**src/design/lc3_pkg.sv**
```systemverilog
/* shared widths, instruction field positions, reset pc,
   opcode, sequencer, memory port and datapath command enums */
package lc3_pkg;

    ////////////////////
    // widths and reset values
    ////////////////////
    localparam int word_w    = 16;
    localparam int reg_count = 8;
    localparam int reg_idx_w = $clog2(reg_count);
    localparam logic [word_w-1:0] reset_pc = '0;

    // instruction field positions
    localparam int op_lsb    = 12;
    localparam int dr_lsb    = 9;
    localparam int sr1_lsb   = 6;
    localparam int sr2_lsb   = 0;
    localparam int imm_bit   = 5;
    localparam int imm5_w    = 5;
    localparam int off9_w    = 9;
    // branch condition bits share the dr field
    localparam int cond_n_bit = 11;
    localparam int cond_z_bit = 10;
    localparam int cond_p_bit = 9;

    typedef logic [word_w-1:0]    word_t;
    typedef logic [reg_idx_w-1:0] reg_idx_t;

    ////////////////////
    // opcodes
    ////////////////////
    // full map so unused codes can be named in decode
    typedef enum logic [3:0] {
        op_br   = 4'b0000,
        op_add  = 4'b0001,
        op_ld   = 4'b0010,
        op_st   = 4'b0011,
        op_jsr  = 4'b0100,
        op_and  = 4'b0101,
        op_ldr  = 4'b0110,
        op_str  = 4'b0111,
        op_rti  = 4'b1000,
        op_not  = 4'b1001,
        op_ldi  = 4'b1010,
        op_sti  = 4'b1011,
        op_jmp  = 4'b1100,
        op_res  = 4'b1101,
        op_lea  = 4'b1110,
        op_trap = 4'b1111
    } opcode_t;

    ////////////////////
    // state machines
    ////////////////////
    typedef enum logic [2:0] {
        fetch,
        fetch_wait,
        decode,
        execute,
        mem_access,
        mem_wait
    } seq_state_t;

    // memory port request tracking
    typedef enum logic [1:0] {
        mp_idle,
        mp_request,
        mp_resp_wait
    } port_state_t;

    // one command per cycle from sequencer to datapath
    typedef enum logic [2:0] {
        dp_idle,
        dp_load_ir,
        dp_alu_write,
        dp_lea_write,
        dp_load_write,
        dp_branch,
        dp_jump
    } dp_cmd_t;

    typedef enum logic {
        addr_pc,
        addr_offset
    } addr_sel_t;

endpackage

```
**src/design/lc3_mem_port.sv**
```systemverilog
/* memory bus port, holds one request under back-pressure
   and waits for the read response strobe */
module lc3_mem_port
    import lc3_pkg::*;
(
    input  logic  clk,
    input  logic  reset,
    // access side, from sequencer and datapath
    input  logic  acc_start,
    input  logic  acc_write,
    input  word_t acc_addr,
    input  word_t acc_wdata,
    output logic  acc_done,
    output word_t acc_rdata,
    // external bus
    output logic  mem_valid,
    output logic  mem_write,
    input  logic  mem_ready,
    output word_t mem_addr,
    output word_t mem_wdata,
    input  logic  mem_rvalid,
    input  word_t mem_rdata
);

    port_state_t state;
    logic        write_q;
    logic        write_done;
    word_t       addr_q;
    word_t       wdata_q;
    logic        take_req;
    logic        transfer;

    // only accept a new access when nothing is in flight
    assign take_req = acc_start && (state == mp_idle);
    assign transfer = mem_valid && mem_ready;

    ////////////////////
    // request tracking
    ////////////////////
    always_ff @(posedge clk) begin
        if (reset) begin
            state      <= mp_idle;
            write_q    <= 1'b0;
            write_done <= 1'b0;
        end else begin
            write_done <= 1'b0;
            if (take_req) begin
                write_q <= acc_write;
            end
            case (state)
                mp_idle: begin
                    if (acc_start) begin
                        state <= mp_request;
                    end
                end
                mp_request: begin
                    // held here while the memory stalls
                    if (transfer) begin
                        if (write_q) begin
                            state      <= mp_idle;
                            write_done <= 1'b1;
                        end else begin
                            state <= mp_resp_wait;
                        end
                    end
                end
                mp_resp_wait: begin
                    if (mem_rvalid) begin
                        state <= mp_idle;
                    end
                end
                default: state <= mp_idle;
            endcase
        end
    end

    // payload, captured with the request
    always_ff @(posedge clk) begin
        if (take_req) begin
            addr_q  <= acc_addr;
            wdata_q <= acc_wdata;
        end
    end

    assign mem_valid = (state == mp_request);
    assign mem_write = write_q;
    assign mem_addr  = addr_q;
    assign mem_wdata = wdata_q;

    // write done a cycle after transfer, read done with the response
    assign acc_done  = write_done || ((state == mp_resp_wait) && mem_rvalid);
    assign acc_rdata = mem_rdata;

endmodule

```
**src/design/lc3_datapath.sv**
```systemverilog
/* instruction register, pc, register file, alu and nzp flags,
   memory address and store data selection */
module lc3_datapath
    import lc3_pkg::*;
(
    input  logic      clk,
    input  logic      reset,
    input  dp_cmd_t   dp_cmd,
    input  addr_sel_t addr_sel,
    input  word_t     acc_rdata,
    output word_t     acc_addr,
    output word_t     acc_wdata,
    output opcode_t   opcode,
    output logic      branch_taken
);

    word_t    ir;
    word_t    pc;
    word_t    regs [reg_count];
    logic     flag_n;
    logic     flag_z;
    logic     flag_p;

    // decoded fields
    reg_idx_t dr;
    reg_idx_t sr1;
    reg_idx_t sr2;
    reg_idx_t base_r;
    logic     imm_flag;
    word_t    imm5_sx;
    word_t    off9_sx;

    word_t    src_a;
    word_t    src_b;
    word_t    alu_result;
    word_t    pc_offset;
    word_t    wb_value;
    logic     reg_we;

    ////////////////////
    // field extraction
    ////////////////////
    assign opcode   = opcode_t'(ir[word_w-1:op_lsb]);
    assign dr       = ir[dr_lsb +: reg_idx_w];
    assign sr1      = ir[sr1_lsb +: reg_idx_w];
    assign sr2      = ir[sr2_lsb +: reg_idx_w];
    // jmp base shares the sr1 slot
    assign base_r   = ir[sr1_lsb +: reg_idx_w];
    assign imm_flag = ir[imm_bit];
    assign imm5_sx  = {{(word_w-imm5_w){ir[imm5_w-1]}}, ir[imm5_w-1:0]};
    assign off9_sx  = {{(word_w-off9_w){ir[off9_w-1]}}, ir[off9_w-1:0]};

    // pc already points past the instruction here
    assign pc_offset = pc + off9_sx;

    ////////////////////
    // alu
    ////////////////////
    assign src_a = regs[sr1];
    assign src_b = imm_flag ? imm5_sx : regs[sr2];

    always_comb begin
        case (opcode)
            op_add:  alu_result = src_a + src_b;
            op_and:  alu_result = src_a & src_b;
            default: alu_result = ~src_a;
        endcase
    end

    // value for register write and flag update
    always_comb begin
        reg_we   = 1'b0;
        wb_value = alu_result;
        case (dp_cmd)
            dp_alu_write: begin
                reg_we = 1'b1;
            end
            dp_lea_write: begin
                reg_we   = 1'b1;
                wb_value = pc_offset;
            end
            dp_load_write: begin
                reg_we   = 1'b1;
                wb_value = acc_rdata;
            end
            default: reg_we = 1'b0;
        endcase
    end

    // nzp against the condition bits of the ir
    assign branch_taken = (ir[cond_n_bit] && flag_n) ||
                          (ir[cond_z_bit] && flag_z) ||
                          (ir[cond_p_bit] && flag_p);

    ////////////////////
    // state update
    ////////////////////
    always_ff @(posedge clk) begin
        if (reset) begin
            ir     <= '0;
            pc     <= reset_pc;
            flag_n <= 1'b0;
            flag_z <= 1'b0;
            flag_p <= 1'b0;
            for (int i = 0; i < reg_count; i++) begin
                regs[i] <= '0;
            end
        end else begin
            case (dp_cmd)
                dp_load_ir: begin
                    ir <= acc_rdata;
                    pc <= pc + word_t'(1);
                end
                dp_branch: pc <= pc_offset;
                dp_jump:   pc <= regs[base_r];
                default: ;
            endcase
            if (reg_we) begin
                regs[dr] <= wb_value;
                flag_n   <= wb_value[word_w-1];
                flag_z   <= (wb_value == '0);
                flag_p   <= !wb_value[word_w-1] && (wb_value != '0);
            end
        end
    end

    // memory address and store data
    assign acc_addr  = (addr_sel == addr_offset) ? pc_offset : pc;
    // st keeps its source in the dr slot
    assign acc_wdata = regs[dr];

endmodule

```
**src/design/lc3_sequencer.sv**
```systemverilog
/* fetch, decode and execute state machine driving
   datapath commands and memory accesses */
module lc3_sequencer
    import lc3_pkg::*;
(
    input  logic      clk,
    input  logic      reset,
    input  opcode_t   opcode,
    input  logic      branch_taken,
    input  logic      acc_done,
    output logic      acc_start,
    output logic      acc_write,
    output dp_cmd_t   dp_cmd,
    output addr_sel_t addr_sel
);

    seq_state_t state;
    seq_state_t state_next;
    dp_cmd_t    exec_cmd;
    logic       needs_mem;
    logic       is_store;

    ////////////////////
    // opcode mapping
    ////////////////////
    always_comb begin
        exec_cmd  = dp_idle;
        needs_mem = 1'b0;
        case (opcode)
            op_add, op_and, op_not: begin
                exec_cmd = dp_alu_write;
            end
            op_lea: begin
                exec_cmd = dp_lea_write;
            end
            op_br: begin
                // not taken just falls through to fetch
                exec_cmd = branch_taken ? dp_branch : dp_idle;
            end
            op_jmp: begin
                exec_cmd = dp_jump;
            end
            op_ld, op_st: begin
                needs_mem = 1'b1;
            end
            // rti, reserved and unsupported codes
            op_jsr, op_ldr, op_str, op_rti, op_ldi, op_sti, op_res, op_trap: begin
                exec_cmd = dp_idle;
            end
            default: exec_cmd = dp_idle;
        endcase
    end

    assign is_store = (opcode == op_st);

    ////////////////////
    // next state and outputs
    ////////////////////
    always_comb begin
        state_next = state;
        acc_start  = 1'b0;
        acc_write  = 1'b0;
        dp_cmd     = dp_idle;
        addr_sel   = addr_pc;
        case (state)
            fetch: begin
                acc_start  = 1'b1;
                state_next = fetch_wait;
            end
            fetch_wait: begin
                // latency varies, wait for the port
                if (acc_done) begin
                    dp_cmd     = dp_load_ir;
                    state_next = decode;
                end
            end
            decode: begin
                // ir settles, opcode valid from here on
                state_next = execute;
            end
            execute: begin
                dp_cmd     = exec_cmd;
                state_next = needs_mem ? mem_access : fetch;
            end
            mem_access: begin
                acc_start  = 1'b1;
                acc_write  = is_store;
                addr_sel   = addr_offset;
                state_next = mem_wait;
            end
            mem_wait: begin
                if (acc_done) begin
                    // ld writes with the response, st has nothing left
                    if (!is_store) begin
                        dp_cmd = dp_load_write;
                    end
                    state_next = fetch;
                end
            end
            default: state_next = fetch;
        endcase
    end

    always_ff @(posedge clk) begin
        if (reset) begin
            state <= fetch;
        end else begin
            state <= state_next;
        end
    end

endmodule

```
**src/design/lc3_core.sv**
```systemverilog
/* processor top, memory port, sequencer and datapath */
module lc3_core
    import lc3_pkg::*;
(
    input  logic  clk,
    input  logic  reset,
    output logic  mem_valid,
    output logic  mem_write,
    input  logic  mem_ready,
    output word_t mem_addr,
    output word_t mem_wdata,
    input  logic  mem_rvalid,
    input  word_t mem_rdata
);

    // access handshake
    logic      acc_start;
    logic      acc_write;
    logic      acc_done;
    word_t     acc_addr;
    word_t     acc_wdata;
    word_t     acc_rdata;

    // sequencer and datapath
    dp_cmd_t   dp_cmd;
    addr_sel_t addr_sel;
    opcode_t   opcode;
    logic      branch_taken;

    lc3_mem_port port0 (
        .clk        (clk),
        .reset      (reset),
        .acc_start  (acc_start),
        .acc_write  (acc_write),
        .acc_addr   (acc_addr),
        .acc_wdata  (acc_wdata),
        .acc_done   (acc_done),
        .acc_rdata  (acc_rdata),
        .mem_valid  (mem_valid),
        .mem_write  (mem_write),
        .mem_ready  (mem_ready),
        .mem_addr   (mem_addr),
        .mem_wdata  (mem_wdata),
        .mem_rvalid (mem_rvalid),
        .mem_rdata  (mem_rdata)
    );

    lc3_sequencer seq0 (
        .clk          (clk),
        .reset        (reset),
        .opcode       (opcode),
        .branch_taken (branch_taken),
        .acc_done     (acc_done),
        .acc_start    (acc_start),
        .acc_write    (acc_write),
        .dp_cmd       (dp_cmd),
        .addr_sel     (addr_sel)
    );

    lc3_datapath dp0 (
        .clk          (clk),
        .reset        (reset),
        .dp_cmd       (dp_cmd),
        .addr_sel     (addr_sel),
        .acc_rdata    (acc_rdata),
        .acc_addr     (acc_addr),
        .acc_wdata    (acc_wdata),
        .opcode       (opcode),
        .branch_taken (branch_taken)
    );

endmodule

```
**config.mk**
```make
export PLATFORM = sky130hd
export DESIGN_NAME = lc3_core
export DESIGN_NICKNAME = d
export VERILOG_FILES = /design/src/design/lc3_pkg.sv /design/src/design/lc3_mem_port.sv /design/src/design/lc3_datapath.sv /design/src/design/lc3_sequencer.sv /design/src/design/lc3_core.sv
export SDC_FILE = /design/constraint.sdc
export NUM_CORES = 1
export LEC_CHECK = 0
export BUFFER_PORTS_ARGS = -buffer_cell sky130_fd_sc_hd__buf_2
export CORE_MARGIN = 2
export CORE_UTILIZATION = 45
export CTS_CLUSTER_DIAMETER = 120
export DETAILED_ROUTE_END_ITERATION = 7
export PLACE_DENSITY = 0.61
export SYNTH_ARGS = -nofsm -noshare
export SYNTH_HDL_FRONTEND = slang
export SYNTH_SLANG_ARGS = --single-unit
```
**constraint.sdc**
```tcl
create_clock -name clk -period 11.4 [get_ports clk]
set_clock_uncertainty 0.2 [all_clocks]
set_input_delay 3.42 -clock clk [delete_from_list [all_inputs] [get_ports clk]]
set_output_delay 3.42 -clock clk [all_outputs]
set_load 0.02 [all_outputs]
```
==> reports/qor_table.md <==
| Stage | Item | This run |
|:---|:---|:---|
| synth | Number of nets produced by synthesis | 1295 |
| clock tree | Number of levels in the clock H-tree | 1 |
| power and ir drop | Total power after layout | 1797 uW |
| clock tree | Clock-pin slew on the worst setup and hold paths | 0.06 ns |
| sta | Worst-margin pin slew | 1.525 ns |
| clock tree | Worst-Skew Late Latency | 0.55 ns |
| flow run | # Max-Cap Violations | 0 |
| synth | Largest area contributor in the synthesized netlist | edfxtp_1 |
| critical path | Library cell appearing most often on the critical path | and4_1 |
| floorplanning | Number of standard-cell rows in the floorplan | 62 |
| power and ir drop | Fraction of power spent switching nets | 25.86% |
| worst hold path | Classification of the worst-slack hold path | reg -> reg |
| drt | Number of nets still failing antenna checks after routing | 0 |
| cells and area | Nets | 1317 |
| synth | Prevailing post-synth register cell | edfxtp_1 |
| critical path | Total buffers and inverters traversed by the critical path | 2 |
| synth | Synth unique cells | 84 |
| synth | Most frequent cell after synthesis | nor2_1 |
| critical path | Cell-by-cell trace of the critical path | buf_2, nand3b_1, a2111oi_4, buf_4, nor2_2, o21ai_0, a21oi_1, a221oi_1, and4_1, and4_1, nand4_1, a32o_1 |
| clock tree | Count of hold buffers inserted by post-cts repair | 0 |
| power and ir drop | Maximum VDD drop | 116.8 uV |
| power and ir drop | Combinational cell fraction of total power | 9.5% |
| drt | Via count of the routed design | 10750 |
| cells and area | Synthesis-to-finish area growth | 10.69% |
| status | Failing checks | slew limit |
| sta | Setup Viol. Count Final | 0 |
| power and ir drop | Total power density per cell area | 123.6 nW/um^2 |
| grt | Pin count of the biggest net entering global routing | 52 |
| drt | Iteration-0 DRC count of the detailed router | 1251 |
| cells and area | Layout Utilization | 50.67% |
| worst hold path | Launch instance of the worst min-delay path | port0.mem_write |
| grt | First-pass GRT wire length | 61830 um |
| synth | Post-synthesis cell count | 1242 |
| critical path | Reg-to-reg critical path startpoint | dp0.ir[5] |
| cells and area | Antenna Cells | 0 |
| clock tree | Max Root-Sink Buffers | 3 |
| sta | Portion of the clock cycle consumed by the worst path in the final layout | 58.62% |
| sta | FMAX | 149.7 MHz |
| critical path | Critical Path Max Stage Delay | 1.16 ns |
| sta | Sum of negative setup slack | 0 ns |
| grt | Total grt overflow | 0 |
| cells and area | Ratio of cells with drive above 1 in the final layout | 18.89% |
| synth | Post-synth ARST share | 0% |
| synth | Share of synthesized area occupied by flip-flops and latches | 43.88% |
| synth | Fraction of post-synthesis cell area in the top cell type by area | 36.57% |
| synth | Flop and latch count out of synthesis | 208 |
| grt | Global Route Usage Sum | 26.40% |
| status | Status | finished with violations |
| grt | Number of global-route vias before repair | 10230 |
| critical path | Worst setup path class | in -> reg |
| clock tree | Resized cells post-CTS | 0 |
| floorplanning | CORE AREA | 28700 um^2 |
| critical path | Reg2reg path depth | 14 |
| floorplanning | Die Outline Area | 30580 um^2 |
| critical path | Reg2reg setup slack | 5.45 ns |
| synth | Ranking of synthesized cells by area | edfxtp_1 (37%), mux4_2 (11%), dfxtp_1 (7.3%) |
| power and ir drop | Leakage power | 0.005152 uW |
| drt | DRC violation count after routing | 0 |
| synth | Post-synthesis area per instance | 10.58 um^2 |
| floorplanning | Effective utilization at floorplan | 45.78% |
| power and ir drop | Clock Power Share | 42.3% |
| clock tree | Number of buffers inserted during clock tree synthesis | 24 |
| sta | Final-report max-slew violation count | 9 |
| critical path | Capture point of the worst reg-to-reg path | dp0.flag_p |
| drt | WL/cell | 24.44 um |
| critical path | Crit path max fanout | 24 |
| sta | Setup repair after global routing missed its margin | false |
| synth | Ranking of synthesized cells by instance count | nor2_1 (195), edfxtp_1 (160), nand2_1 (97) |
| power and ir drop | Power share of the sequential group | 48.2% |
| power and ir drop | Design internal power | 1333 uW |
| critical path | Capturing element type of the critical path | flop |
| floorplanning | IO Pins | 54 |
| worst hold path | Min-Delay Path Depth | 2 |
| critical path | Sort of element at the start of the critical path | primary input |
| synth | Netlist Area Pre-Place | 13140 um^2 |
| clock tree | CTS tree | built |
| drt | Total Routed Length | 40690 um |
| synth | Post-synth EDFFs | 160 |
| clock tree | Num Clock Sinks | 208 |
| sta | Clock period minus worst slack | 6.682 ns |
| floorplanning | Die width | 174.9 um |
| power and ir drop | NetSw | 464.8 uW |
| placement | HPWL after detailed placement | 29630 um |
| drt | Pre-antenna DRT Iters | 7 |
| placement | Final estimated routing congestion in global placement | 0.9249 |
| placement | Quantity of I/O buffers inserted on ports | 53 |
| cells and area | Filler cell count | 2586 |
| floorplanning | DIE HEIGHT | 174.9 um |
| clock tree | Root Buffer | clkbuf_16 |
| sta | Worst slew margin | -1.640% |
| critical path | Data arrival time of the critical path | 6.91 ns |
| grt | Antenna violations before repair | 0 |
| sta | Number of hold violations in the final report | 0 |
| drt | Average vias per placed instance | 6.456 |
| critical path | Data required, critical path | 11.63 ns |
| clock tree | Post-CTS Setup Repair Bufs | 0 |
| critical path | Critical path's slowest cell | a221oi_1 |
| synth | Yosys Warn Count | 0 |
| worst hold path | Destination of the worst hold path | port0.write_done |
| critical path | Crit path max-delay family | compound AO/OA/AOI/OAI gates |
==> flip-flops by register name, summed over array words and instances (netlist names), named ones only <==
register	count
port0.mem_addr	16
dp0.pc	16
port0.state	2
dp0.flag_p	1
dp0.flag_z	1
dp0.regs	128
dp0.flag_n	1
dp0.ir	16
port0.mem_wdata	16
port0.mem_write	1
port0.write_done	1
seq0.state	3
==> worst max path at each step <==
stage | from | end | cells past startpoint
2_1_floorplan | mem_rvalid | dp0.regs[1][0] | 8
3_3_place_gp | mem_rvalid | dp0.flag_p | 12
3_5_place_dp | mem_rvalid | dp0.flag_p | 12
4_1_cts | mem_rvalid | dp0.flag_p | 12
5_1_grt | mem_rvalid | dp0.flag_p | 12
6_report | mem_rvalid | dp0.flag_p | 12
==> worst register-to-register path, cell delays in order, from the launching register on <==
cell and delay (ns):
dfxtp_1 0.80, inv_1 0.48, nor2_1 0.80, a21oi_1 0.09, ha_1 0.43, a21oi_1 0.44, o21bai_1 0.11, a21oi_1 0.34
nand3_1 0.15, a311oi_1 0.60, nor3_1 0.14, nor3b_2 0.62, and2_1 0.24, nand4_1 0.10, a32o_1 0.30
==> area by class of cell <==
type	instances	area [um^2]	share of cell area (%)
multi-input combinational	935	7005	48.17
sequential	208	5768	39.66
clock buffer	26	639.4	4.396
tap	384	480.5	3.304
timing repair buffer	77	445.4	3.063
clock inverter	17	137.6	0.9463
inverter	18	67.56	0.4646
==> power groups by stage <==
stage	clock (uW)	combinational (uW)	sequential, uW
2_1_floorplan	0	105	883
3_3_place_gp	0	167	880
3_5_place_dp	0	167	881
4_1_cts	771	168	865
5_1_grt	795	183	868
6_report	761	170	866
==> logic make-up after synthesis <==
group / count (synthesis) / share of synthesized area (%)
muxes: 112 / 14.73
AOI/OAI and AO/OA: 314 / 17.19
and+or+nand+nor: 448 / 16.00
DFF: 208 / 43.88
buffers and inverters: 99 / 3.076
xor gates and xnor gates: 28 / 1.924
adders and majority gates: 33 / 3.200
==> per-layer routing <==
| metal | vias to the layer above | GRT usage [%] | part of all wire, % |
|---|---|---|---|
| met5 | - | 0 | 0 |
| li1 | 4797 | - | - |
| met2 | 601 | 42.16 | 46 |
| met3 | 88 | 5.831 | 9.7 |
| met4 | 0 | 8.264 | 3.2 |
| met1 | 5263 | 36.02 | 41 |
==> layout by cell type, fill, tap and decap left out, drive strengths merged, types with 8 or more instances in the layout <==
cell / instances
buf: 77
mux4: 62
nand2: 97
o21ai: 56
nor3: 21
xor2: 9
edfxtp: 160
a21oi: 75
dfxtp: 48
nand3: 24
mux2: 25
inv: 18
a22oi: 72
mux2i: 25
and3: 9
xnor2: 19
nor2: 196
a21o: 13
nor2b: 11
a211oi: 17
a221oi: 8
nand4: 23
clkbuf: 26
clkinv: 12
ha: 32
a31oi: 13
nand2b: 21
==> per-stage QoR <==
stage          setup WS, ns  instance area [um^2]  std cells  hold WS [ns]
2_1_floorplan         5.017                 13140       1242        0.2533
3_3_place_gp          4.461                 13770       1622        0.2594
3_5_place_dp          4.312                 13770       1622        0.2729
4_1_cts               4.860                 14540       1665        0.2763
5_1_grt               4.633                 14540       1665        0.2991
6_report              4.718                 14540       1665        0.2677
Power figures use the tool's default switching activity.
